===== src/audio_pkg.sv =====
package audio_pkg;

    ////////////////////////////////////////////////////////////////////////////
    // Audio data types
    ////////////////////////////////////////////////////////////////////////////

    // One signed PCM sample
    typedef logic signed [15:0] sample_t;

    // Stereo pair, left in the upper half like the bus data word
    typedef struct packed {
        sample_t left;
        sample_t right;
    } stereo_t;

    // Attenuation as an arithmetic right shift
    typedef logic [2:0] atten_t;

    // FIFO fill level, depth limited to 255
    typedef logic [7:0] level_t;

    // Saturating underrun counter
    typedef logic [15:0] urun_cnt_t;

    // Control bits from the register block to the transmitter
    typedef struct packed {
        logic   enable;
        logic   mute;
        atten_t atten;
    } audio_cfg_t;

    ////////////////////////////////////////////////////////////////////////////
    // Wishbone register map
    ////////////////////////////////////////////////////////////////////////////

    typedef logic [31:0] wb_data_t;
    typedef logic [1:0]  wb_addr_t;

    localparam wb_addr_t ADDR_CTRL     = 2'd0;
    localparam wb_addr_t ADDR_SAMPLE   = 2'd1;
    localparam wb_addr_t ADDR_STATUS   = 2'd2;
    localparam wb_addr_t ADDR_UNDERRUN = 2'd3;

    // STATUS flag positions above the level field
    localparam int STAT_EMPTY    = 8;
    localparam int STAT_FULL     = 9;
    localparam int STAT_OVERFLOW = 10;

    // Serializer FSM
    typedef enum logic [1:0] {
        IDLE,
        LOAD,
        SHIFT
    } tx_state_t;

endpackage

===== src/audio_top.sv =====
`timescale 1ns/1ns

module audio_top
    import audio_pkg::*;
#(
    parameter int FIFO_DEPTH = 8
) (
    input  logic     clk_100mhz,
    input  logic     rst_n,
    // Host bus
    input  logic     wb_cyc,
    input  logic     wb_stb,
    input  logic     wb_we,
    input  wb_addr_t wb_adr,
    input  wb_data_t wb_dat_w,
    output wb_data_t wb_dat_r,
    output logic     wb_ack,
    // DAC pins
    output logic     audio_mclk,
    output logic     audio_lrck,
    output logic     audio_sck,
    output logic     audio_sdin
);

    logic       push;
    stereo_t    push_data;
    logic       pop;
    stereo_t    pop_data;
    logic       empty;
    logic       full;
    level_t     level;
    audio_cfg_t cfg;
    logic       underrun;
    logic       bit_fall;
    logic       frame_start;

    audio_regs #(
        .FIFO_DEPTH(FIFO_DEPTH)
    ) u_regs (
        .clk_100mhz(clk_100mhz),
        .rst_n     (rst_n),
        .wb_cyc    (wb_cyc),
        .wb_stb    (wb_stb),
        .wb_we     (wb_we),
        .wb_adr    (wb_adr),
        .wb_dat_w  (wb_dat_w),
        .wb_dat_r  (wb_dat_r),
        .wb_ack    (wb_ack),
        .level     (level),
        .empty     (empty),
        .full      (full),
        .underrun  (underrun),
        .push      (push),
        .push_data (push_data),
        .cfg       (cfg)
    );

    sample_fifo #(
        .FIFO_DEPTH(FIFO_DEPTH)
    ) u_fifo (
        .clk_100mhz(clk_100mhz),
        .rst_n     (rst_n),
        .push      (push),
        .push_data (push_data),
        .pop       (pop),
        .pop_data  (pop_data),
        .empty     (empty),
        .full      (full),
        .level     (level)
    );

    audio_clk_gen u_clk_gen (
        .clk_100mhz (clk_100mhz),
        .rst_n      (rst_n),
        .audio_mclk (audio_mclk),
        .audio_sck  (audio_sck),
        .audio_lrck (audio_lrck),
        .bit_fall   (bit_fall),
        .frame_start(frame_start)
    );

    i2s_tx u_tx (
        .clk_100mhz (clk_100mhz),
        .rst_n      (rst_n),
        .bit_fall   (bit_fall),
        .frame_start(frame_start),
        .cfg        (cfg),
        .pop_data   (pop_data),
        .empty      (empty),
        .pop        (pop),
        .underrun   (underrun),
        .audio_sdin (audio_sdin)
    );

endmodule


===== src/i2s_tx.sv =====
`timescale 1ns/1ns

module i2s_tx
    import audio_pkg::*;
(
    input  logic       clk_100mhz,
    input  logic       rst_n,
    input  logic       bit_fall,
    input  logic       frame_start,
    input  audio_cfg_t cfg,
    input  stereo_t    pop_data,
    input  logic       empty,
    output logic       pop,
    output logic       underrun,
    output logic       audio_sdin
);

    // Shifts left after the first bit of a frame
    localparam logic [4:0] LAST_SHIFT = 5'd30;

    tx_state_t   state;
    logic [31:0] shreg;
    logic [4:0]  bit_idx;
    stereo_t     scaled;

    // Mute to zero, otherwise arithmetic shift down
    function automatic sample_t scale_sample(input sample_t s, input audio_cfg_t c);
        sample_t r;
        if (c.mute) begin
            r = '0;
        end else begin
            r = s >>> c.atten;
        end
        return r;
    endfunction

    always_comb begin
        scaled.left  = scale_sample(pop_data.left, cfg);
        scaled.right = scale_sample(pop_data.right, cfg);
    end

    // Head of FIFO leaves in the frame_start cycle
    assign pop = frame_start && cfg.enable && !empty;

    ////////////////////////////////////////////////////////////////////////////
    // Serializer
    ////////////////////////////////////////////////////////////////////////////

    always_ff @(posedge clk_100mhz) begin
        if (!rst_n) begin
            state    <= IDLE;
            shreg    <= '0;
            bit_idx  <= '0;
            underrun <= 1'b0;
        end else begin
            underrun <= frame_start && cfg.enable && empty;

            if (frame_start) begin
                // Load on the same edge that drops lrck and sck
                bit_idx <= '0;
                if (!cfg.enable) begin
                    state <= IDLE;
                    shreg <= '0;
                end else begin
                    state <= SHIFT;
                    shreg <= empty ? '0 : scaled;
                end
            end else if (bit_fall && state == SHIFT) begin
                shreg   <= {shreg[30:0], 1'b0};
                bit_idx <= bit_idx + 5'd1;
                // Right LSB now on the pin until the next frame
                if (bit_idx == LAST_SHIFT) begin
                    state <= LOAD;
                end
            end
        end
    end

    assign audio_sdin = shreg[31];

    // Divider and bit count stay in step
    a_frame_aligned: assert property (@(posedge clk_100mhz) disable iff (!rst_n)
        frame_start |-> state != SHIFT);

    a_pop_starts_frame: assert property (@(posedge clk_100mhz) disable iff (!rst_n)
        pop |=> state == SHIFT && bit_idx == '0);

endmodule


===== src/audio_regs.sv =====
`timescale 1ns/1ns

module audio_regs
    import audio_pkg::*;
#(
    parameter int FIFO_DEPTH = 8
) (
    input  logic       clk_100mhz,
    input  logic       rst_n,
    // Wishbone classic slave
    input  logic       wb_cyc,
    input  logic       wb_stb,
    input  logic       wb_we,
    input  wb_addr_t   wb_adr,
    input  wb_data_t   wb_dat_w,
    output wb_data_t   wb_dat_r,
    output logic       wb_ack,
    // FIFO status and transmitter events
    input  level_t     level,
    input  logic       empty,
    input  logic       full,
    input  logic       underrun,
    // Sample push and control
    output logic       push,
    output stereo_t    push_data,
    output audio_cfg_t cfg
);

    logic      req;
    logic      wr_req;
    logic      wr_sample;
    logic      wr_ctrl;
    logic      wr_urun;
    logic      overflow;
    urun_cnt_t urun_cnt;
    wb_data_t  rd_data;

    ////////////////////////////////////////////////////////////////////////////
    // Bus decode
    ////////////////////////////////////////////////////////////////////////////

    // New cycle seen while ack is still low
    assign req       = wb_cyc && wb_stb && !wb_ack;
    assign wr_req    = req && wb_we;
    assign wr_ctrl   = wr_req && (wb_adr == ADDR_CTRL);
    assign wr_sample = wr_req && (wb_adr == ADDR_SAMPLE);
    assign wr_urun   = wr_req && (wb_adr == ADDR_UNDERRUN);

    // Read mux, SAMPLE reads back as zero
    always_comb begin
        rd_data = '0;
        case (wb_adr)
            ADDR_CTRL: begin
                rd_data[0]   = cfg.enable;
                rd_data[1]   = cfg.mute;
                rd_data[4:2] = cfg.atten;
            end
            ADDR_STATUS: begin
                rd_data[7:0]          = level;
                rd_data[STAT_EMPTY]    = empty;
                rd_data[STAT_FULL]     = full;
                rd_data[STAT_OVERFLOW] = overflow;
            end
            ADDR_UNDERRUN: begin
                rd_data[15:0] = urun_cnt;
            end
            default: begin
                rd_data = '0;
            end
        endcase
    end

    ////////////////////////////////////////////////////////////////////////////
    // Registers
    ////////////////////////////////////////////////////////////////////////////

    always_ff @(posedge clk_100mhz) begin
        if (!rst_n) begin
            wb_ack   <= 1'b0;
            push     <= 1'b0;
            cfg      <= '0;
            overflow <= 1'b0;
            urun_cnt <= '0;
        end else begin
            wb_ack <= req;
            // Writes to a full FIFO are acked but dropped
            push   <= wr_sample && !full;

            if (wr_ctrl) begin
                cfg.enable <= wb_dat_w[0];
                cfg.mute   <= wb_dat_w[1];
                cfg.atten  <= wb_dat_w[4:2];
            end

            // Any UNDERRUN write clears both error records
            if (wr_urun) begin
                overflow <= 1'b0;
                urun_cnt <= '0;
            end else begin
                if (wr_sample && full) begin
                    overflow <= 1'b1;
                end
                if (underrun && urun_cnt != '1) begin
                    urun_cnt <= urun_cnt + 16'd1;
                end
            end
        end
    end

    // Read data and sample payload
    always_ff @(posedge clk_100mhz) begin
        if (req) begin
            wb_dat_r <= rd_data;
        end
        if (wr_sample) begin
            push_data <= stereo_t'(wb_dat_w);
        end
    end

    a_ack_single: assert property (@(posedge clk_100mhz) disable iff (!rst_n)
        wb_ack |=> !wb_ack);

    a_level_bound: assert property (@(posedge clk_100mhz) disable iff (!rst_n)
        level <= level_t'(FIFO_DEPTH));

endmodule


===== src/audio_clk_gen.sv =====
`timescale 1ns/1ns

module audio_clk_gen (
    input  logic clk_100mhz,
    input  logic rst_n,
    output logic audio_mclk,
    output logic audio_sck,
    output logic audio_lrck,
    output logic bit_fall,
    output logic frame_start
);

    localparam int CNT_W = 9;

    // Counter bits that become the DAC clocks
    localparam int MCLK_BIT = 1;
    localparam int SCK_BIT  = 3;
    localparam int LRCK_BIT = 8;

    logic [CNT_W-1:0] cnt;
    logic [CNT_W-1:0] cnt_next;

    assign cnt_next = cnt + 9'd1;

    ////////////////////////////////////////////////////////////////////////////
    // Free running divider
    ////////////////////////////////////////////////////////////////////////////

    // Registered taps follow the counter value exactly
    always_ff @(posedge clk_100mhz) begin
        if (!rst_n) begin
            cnt        <= '0;
            audio_mclk <= 1'b0;
            audio_sck  <= 1'b0;
            audio_lrck <= 1'b0;
        end else begin
            cnt        <= cnt_next;
            audio_mclk <= cnt_next[MCLK_BIT];
            audio_sck  <= cnt_next[SCK_BIT];
            audio_lrck <= cnt_next[LRCK_BIT];
        end
    end

    // sck falls on the edge after the low nibble reaches 15
    assign bit_fall = (cnt[SCK_BIT:0] == 4'hf);

    // Last cycle of the frame, lrck falls on the next edge
    assign frame_start = (cnt == 9'h1ff);

    a_frame_on_bit: assert property (@(posedge clk_100mhz) disable iff (!rst_n)
        frame_start |-> bit_fall ##1 $fell(audio_lrck));

    a_bit_fall_sck: assert property (@(posedge clk_100mhz) disable iff (!rst_n)
        bit_fall |=> $fell(audio_sck));

endmodule


===== src/sample_fifo.sv =====
`timescale 1ns/1ns

module sample_fifo
    import audio_pkg::*;
#(
    parameter int FIFO_DEPTH = 8
) (
    input  logic    clk_100mhz,
    input  logic    rst_n,
    input  logic    push,
    input  stereo_t push_data,
    input  logic    pop,
    output stereo_t pop_data,
    output logic    empty,
    output logic    full,
    output level_t  level
);

    localparam int PTR_W = (FIFO_DEPTH > 1) ? $clog2(FIFO_DEPTH) : 1;

    typedef logic [PTR_W-1:0] ptr_t;

    localparam ptr_t LAST_PTR = ptr_t'(FIFO_DEPTH - 1);

    stereo_t mem [FIFO_DEPTH];
    ptr_t    wr_ptr;
    ptr_t    rd_ptr;
    level_t  count;
    logic    do_push;
    logic    do_pop;

    // Level is only 8 bits wide
    if (FIFO_DEPTH < 1 || FIFO_DEPTH > 255) begin : g_depth_check
        $error("sample_fifo: FIFO_DEPTH must be between 1 and 255");
    end

    assign do_push = push && !full;
    assign do_pop  = pop && !empty;

    // Storage
    always_ff @(posedge clk_100mhz) begin
        if (do_push) begin
            mem[wr_ptr] <= push_data;
        end
    end

    // Pointers wrap at the depth, which need not be a power of two
    always_ff @(posedge clk_100mhz) begin
        if (!rst_n) begin
            wr_ptr <= '0;
            rd_ptr <= '0;
            count  <= '0;
        end else begin
            if (do_push) begin
                wr_ptr <= (wr_ptr == LAST_PTR) ? '0 : ptr_t'(wr_ptr + 1'b1);
            end
            if (do_pop) begin
                rd_ptr <= (rd_ptr == LAST_PTR) ? '0 : ptr_t'(rd_ptr + 1'b1);
            end
            case ({do_push, do_pop})
                2'b10:   count <= count + 8'd1;
                2'b01:   count <= count - 8'd1;
                default: count <= count;
            endcase
        end
    end

    // Head entry is always visible
    assign pop_data = mem[rd_ptr];
    assign level    = count;
    assign empty    = (count == '0);
    assign full     = (count == level_t'(FIFO_DEPTH));

    a_no_pop_empty: assert property (@(posedge clk_100mhz) disable iff (!rst_n)
        pop |-> !empty);

    a_no_push_full: assert property (@(posedge clk_100mhz) disable iff (!rst_n)
        push |-> !full);

endmodule


===== config.mk =====
export PLATFORM = sky130hd
export DESIGN_NAME = audio_top
export DESIGN_NICKNAME = d
export VERILOG_FILES = /design/src/audio_pkg.sv /design/src/audio_top.sv /design/src/i2s_tx.sv /design/src/audio_regs.sv /design/src/audio_clk_gen.sv /design/src/sample_fifo.sv
export SDC_FILE = /design/constraint.sdc
export NUM_CORES = 1
export LEC_CHECK = 0
export ABC_AREA = 0
export BUFFER_PORTS_ARGS = -buffer_cell sky130_fd_sc_hd__buf_2
export CAP_MARGIN = 20
export CORE_UTILIZATION = 60
export DETAILED_ROUTE_END_ITERATION = 7
export HOLD_SLACK_MARGIN = 0.12
export PLACE_DENSITY = 0.89
export RECOVER_POWER = 25
export SYNTH_ARGS = -nofsm -noshare
export SYNTH_HDL_FRONTEND = slang
export SYNTH_SLANG_ARGS = --single-unit

===== constraint.sdc =====
create_clock -name clk_100mhz -period 6.4 [get_ports clk_100mhz]
set_input_delay 0 -clock clk_100mhz [delete_from_list [all_inputs] [get_ports clk_100mhz]]
set_output_delay 0 -clock clk_100mhz [all_outputs]
set_load 0.02 [all_outputs]

Word-level counts from Yosys, hierarchy flattened
Memory sizes are Yosys's and may differ from the RTL's. A register that Yosys moved wholly into a read port is not among the register bits.
Index checks and enable logic that the tools add are counted.
- register bits after elaboration: 138
- bits in writable memories: 256
- input port bits: 39
- output and inout port bits: 37
- word-level logic and storage cells: 91
- memories: 1
- memory list (name ; depth ; width ; read ports ; clocked after Yosys merged registers in ; write ports ; RTL line ; source):
    u_fifo.mem ; 8 ; 32 ; 1 ; 1 ; 1 ; sample_fifo.sv:25 ; stereo_t mem [FIFO_DEPTH];
- $add $sub $neg: 7
- equality and inequality tests: 13
- shift operators: 2
- muxes and demuxes: 19
- bitwise logic cells: 1
- reductions and logical operators: 26
- operators by type and width (operator ; number):
    2-to-1 mux 32 bit ; 4
    2-to-1 mux 16 bit ; 2
    >>> shifter 16 x 3 -> 16 bit ; 2
    adder 16 x 1 -> 16 bit, second input constant ; 1
    != test 16 bit, second input constant ; 1
    case mux 8 bit (2 select lines) ; 1
    logical AND 1 bit ; 15
    case mux 5 bit (3 select lines) ; 1
    2-to-1 mux 3 bit ; 4
    case mux 6 bit (2 select lines) ; 1
    adder 9 x 1 -> 9 bit, second input constant ; 1
    equality test 9 bit, second input constant ; 1
    adder 8 x 1 -> 8 bit, second input constant ; 1
    equality test 2 bit, second input constant ; 4
    equality test 8 x 4 -> 1 bit, second input constant ; 1
    zero test 8 bit ; 1
    2-to-1 mux 2 bit ; 4
    subtractor 8 x 1 -> 8 bit, second input constant ; 1
    adder 3 x 1 -> 3 bit, second input constant ; 2
    equality test 3 bit, second input constant ; 2
    nonzero test 2 bit ; 3
    adder 5 x 1 -> 5 bit, second input constant ; 1
    equality test 5 bit, second input constant ; 1
    equality test 2 x 1 -> 1 bit, second input constant ; 2
    7 further kinds ; 11

Depth between registers and ports, before layout
- word-level depth: 6
- mapped depth: 20

Cells and area by module
Synthesis repeated with hierarchy kept, for this count alone.
- cells, all modules: 1067
- area total of the unflattened synthesis: 16887.4 sq um
- by module, submodules not included (module ; times used ; cells each ; area an instance (sq um)):
    sample_fifo ; 1 ; 511 ; 10712.8
    audio_regs ; 1 ; 222 ; 2950.3
    i2s_tx ; 1 ; 297 ; 2859.0
    audio_clk_gen ; 1 ; 37 ; 365.4

Worst setup path after synthesis
Ideal clock, no wire load.
- kind: reg2reg
- start point: register u_fifo.count[1], in the netlist u_fifo.level[1]
- end point: memory u_fifo.mem[4][0] in the netlist's numbering, enable pin
- setup time: 0.513 ns
- data arrival time: 4.315 ns
- required time: 5.887 ns
- slack: 1.572 ns
- stages on the path, launching flop included: 6
- path buffers: 1
- clock period less this slack: 4.828 ns
- cell sequence: dfxtp_1 -> buf_2 -> nor3_2 -> nand3_1 -> nand2_1 -> nor4b_1
- cells in the longest elaborated chain, start to end: 5
- RTL lines (element ; RTL line ; source):
    from (decl) ; sample_fifo.sv:28 ; level_t count;
    from (signal assigned) ; sample_fifo.sv:61 ; 2'b10: count <= count + 8'd1;
    from (signal assigned) ; sample_fifo.sv:62 ; 2'b01: count <= count - 8'd1;
    from (signal assigned) ; sample_fifo.sv:63 ; default: count <= count;
    equality test 8 x 4 -> 1 bit ; sample_fifo.sv:72 ; assign full = (count == level_t'(FIFO_DEPTH));
    zero test 1 bit ; sample_fifo.sv:37 ; assign do_push = push && !full;
    logical AND 1 bit ; sample_fifo.sv:37 ;
    2-to-1 mux 1 bit ; sample_fifo.sv:42 ; if (do_push) begin
    2-to-1 mux 1 bit (implied by the code) ; sample_fifo.sv:43 ; mem[wr_ptr] <= push_data;
    to (decl) ; sample_fifo.sv:25 ;
No other way between the ends.

Final worst setup path
- start point: register u_clk_gen.cnt[0]
- end point: register u_fifo.count[6], in the netlist u_fifo.level[6]
- cells in the longest elaborated chain, start to end: 6
- elaborated cells between the ends (all ways): 8
- RTL lines (element ; RTL line ; source):
    from (decl) ; audio_clk_gen.sv:20 ; logic [CNT_W-1:0] cnt;
    from (signal assigned) ; audio_clk_gen.sv:37 ; cnt <= cnt_next;
    equality test 9 bit (*) ; audio_clk_gen.sv:48 ; assign frame_start = (cnt == 9'h1ff);
    logical AND 1 bit (*) (2 in a row) ; i2s_tx.sv:43 ; assign pop = frame_start && cfg.enable && !empty;
    logical AND 1 bit (*) ; sample_fifo.sv:38 ; assign do_pop = pop && !empty;
    net u_fifo.do_pop ; sample_fifo.sv:30 ; logic do_pop;
    equality test 2 x 1 -> 1 bit or equality test 2 bit (tied branches) ; sample_fifo.sv:60 ; case ({do_push, do_pop})
    case mux 8 bit (2 select lines) or nonzero test 2 bit (tied branches) ; - ;
Mark *: on every way through the listed nets, which the timed path passes. The rest lies on a longest branch.
A chain may end at the register's enable or synchronous reset.

==> impl_metrics.yaml <==
synth:
  yosysSeqAreaShare_pct: 65.1
  avgSynthCellArea_um2: 15.2
  synth_edf_count: 304
  ys_ff_latch: 394
  ys_warn_count: 0
  syn_inst: 1105
  synth_top_flop_cell: "edfxtp_1"
  yosys.cell_types.count: 69
  synth_area_um2: 16800
  async_reset_ff_share_pct: 0
sta:
  rsz0062_at_grt: "false"
  skew_ps: 24.1
  drv_slew: 0
  slew_headroom_pct: 31.3
  fin_crit_ps: 4780
  setup_viol: 0
  worst_pin_slew_ps: 1030
  setup_slack_ps: 1620
  period_share_pct: 74.6
  fmax_mhz: 209
  final.setup.tns_ps: 0
  finalHoldViolations: 0
  hold_ws_ps: 98.5
critical_path:
  critPathRequiredTime_ps: 6870
  path_max_fanout: 30
  worstSetupEndpointType: "flip-flop"
  cp.arrival_ps: 5240
  crit_type: "reg2reg"
  startpoint_type: "flip-flop"
floorplan:
  io_pins: 76
  die_y_um: 169
  core_area_um2: 27200
  start_util_pct: 61.8
  die_w_um: 169
  die_area_um2: 28600
  std_cell_rows: 60
clock_network:
  cts_setup_buffers: 0
  cts_tree: "yes"
  clkLatencyLatePin_ps: 540
  clk_pin_slew_ps: 60
  cts_resized: 0
  numCtsBuffers: 39
  hold_buffers: 37
  root_buffer: "clkbuf_16"
  htreeDepth: 2
  clkSinkCount: 394
  clock_path_buffers: 3
placed_design:
  io_buffers: 59
  hpwl_um: 20700
  gp_congestion: 0.886
  place_ws_ps: 1740
  place_area_um2: 17400
pwr:
  p_leak_nw: 6.22
  p_per_area_nw_per_um2: 267
  vdd_drop_max_uv: 325
finish:
  final_nets: 1250
  drive_gt1_share_pct: 20.6
  fill_cells: 1744
  diodes: 0
  synthToLayoutAreaGrowth_pct: 13.2
  layout_commonest_cell: "edfxtp_1"
  fin_util_pct: 69.9
  mostFrequentLayoutCells: "edfxtp_1 (304), dfxtp_1 (85), mux4_2 (76), mux2i_1 (71), nor2_1 (68)"
  final_area_um2: 19000
routing:
  drtAntennaViolNets: 0
  viasPerCell: 6.33
  drt-total-wl_um: 37400
  drtPass1Iterations: 5
  drt_first_iter_violations: 1229
  drc: 0
  wl_per_cell_um: 23.3
  vias: 10100
global_route:
  grt_usage_pct: 26.7
  antenna_found_initial: 0
  grt_first_pass_wirelength_um: 57400
  grt_max_degree: 46
  grt_pass1_vias: 10100
  grt-ovfl-total: 0
run_status:
  status: "completed"
hold_path:
  hold_path_class: "in2reg"
job:
  drv_cap: 0
final cells by class:
cell class / count / area, um2 / area share (%)
flip-flops and latches: 394 / 10900 / 57.6
inverters: 12 / 45.0 / 0.237
repair buffers: 119 / 830 / 4.36
clock inverters: 26 / 218 / 1.15
multi-input cells: 634 / 5490 / 28.9
clock buffers: 45 / 1020 / 5.36
well taps: 372 / 465 / 2.45
registers in the layout, indices dropped and copies added, names as in the netlist, named ones only:
signal            cells
u_clk_gen.cnt         9
u_tx.bit_idx          5
u_fifo.wr_ptr         3
u_tx.state            2
u_regs.push           1
u_fifo.mem          256
u_tx.underrun         1
u_tx.shreg           32
u_regs.urun_cnt      16
u_regs.wb_ack         1
u_fifo.level          8
u_regs.overflow       1
u_regs.wb_dat_r      16
u_regs.cfg            5
u_fifo.rd_ptr         3
u_regs.push_data     32
cell usage after synthesis, drive strengths merged (4+ instances only):
library cell    n  area, um2
o21ai          44        220
nand2b          4       25.0
clkbuf         35        131
and3           16        105
nand4b          4       35.0
nor2           69        259
mux2i          71        711
nand4           5       31.3
edfxtp        304       9130
o22ai           8       50.1
inv            11       41.3
nand3          21        110
nor2b          20        125
dfxtp          90       1800
nand2          61        229
ha             11        138
or3             7       43.8
mux2           24        270
nor3b           5       37.5
o21bai          5       37.5
a22o            6       52.6
mux4           76       1710
xor2            8       70.1
o221ai          7       61.3
nor3           20        105
a21o            5       37.5
a2bb2oi         6       52.6
and2           15       93.8
o31ai           5       37.5
buf            45        297
a21boi          8       60.1
a21oi          25        125
a211oi          5       37.5
xnor2          19        166
metal layers:
layer  track usage [%]  wire length, um  vias to the layer above
met5                 0                0                        -
met4              11.6             1350                        0
met3              4.43             2610                       92
met2              44.8            18700                      551
met1              34.7            14700                     5064
li1                  -                -                     4433
path summary, 6_finish.rpt:
path | from | end | slack (ps) | cells past startpoint
max reg2reg | u_clk_gen.cnt[0] | u_fifo.level[6] | 1620 | 17
max | u_clk_gen.cnt[0] | u_fifo.level[6] | 1620 | 17
min reg2reg | u_clk_gen.cnt[0] | u_clk_gen.cnt[0] | 440 | 1
min | wb_we | u_regs.urun_cnt[14] | 100 | 4
worst max-delay path, cell delays in order (launching register included):
cell and delay (ps):
dfxtp_1 350, ha_1 190, and3_1 270, and3_1 190
ha_1 140, buf_4 310, and2_1 420, nand2_1 200
inv_1 140, ha_1 640, xor2_1 150, ha_1 240
or4_1 390, o21ai_0 160, nor3_1 110, o41ai_1 500
nand4_1 180, nand4b_1 140
power by group:
group	internal [mW]	switching [mW]
Sequential	2.73	0.00973
Clock	1.27	0.967
Combinational	0.0406	0.0522
through the flow:
stage | total power, mW | std cells
CTS | 5.08 | 1601
global route | 5.19 | 1602
finish | 5.07 | 1602
floorplan | 2.85 | 1120
detailed placement | 2.87 | 1493
global placement | 2.87 | 1492
kinds of logic (layout without fill, tap and decap cells):
| family | after synthesis | in the layout | synth area share [%] |
|---|---|---|---|
| AO/OA/AOI/OAI | 147 | 147 | 5.82 |
| XOR/XNOR | 27 | 27 | 1.41 |
| adder cells (fa/ha/maj) | 11 | 11 | 0.820 |
| buffers and inverters | 92 | 202 | 2.82 |
| flip-flops | 394 | 394 | 65.1 |
| multiplexers | 171 | 171 | 16.0 |
| other | 1 | 16 | 0.0223 |
| AND/OR/NAND/NOR | 262 | 262 | 7.95 |
(Power assumes the default switching activity.)
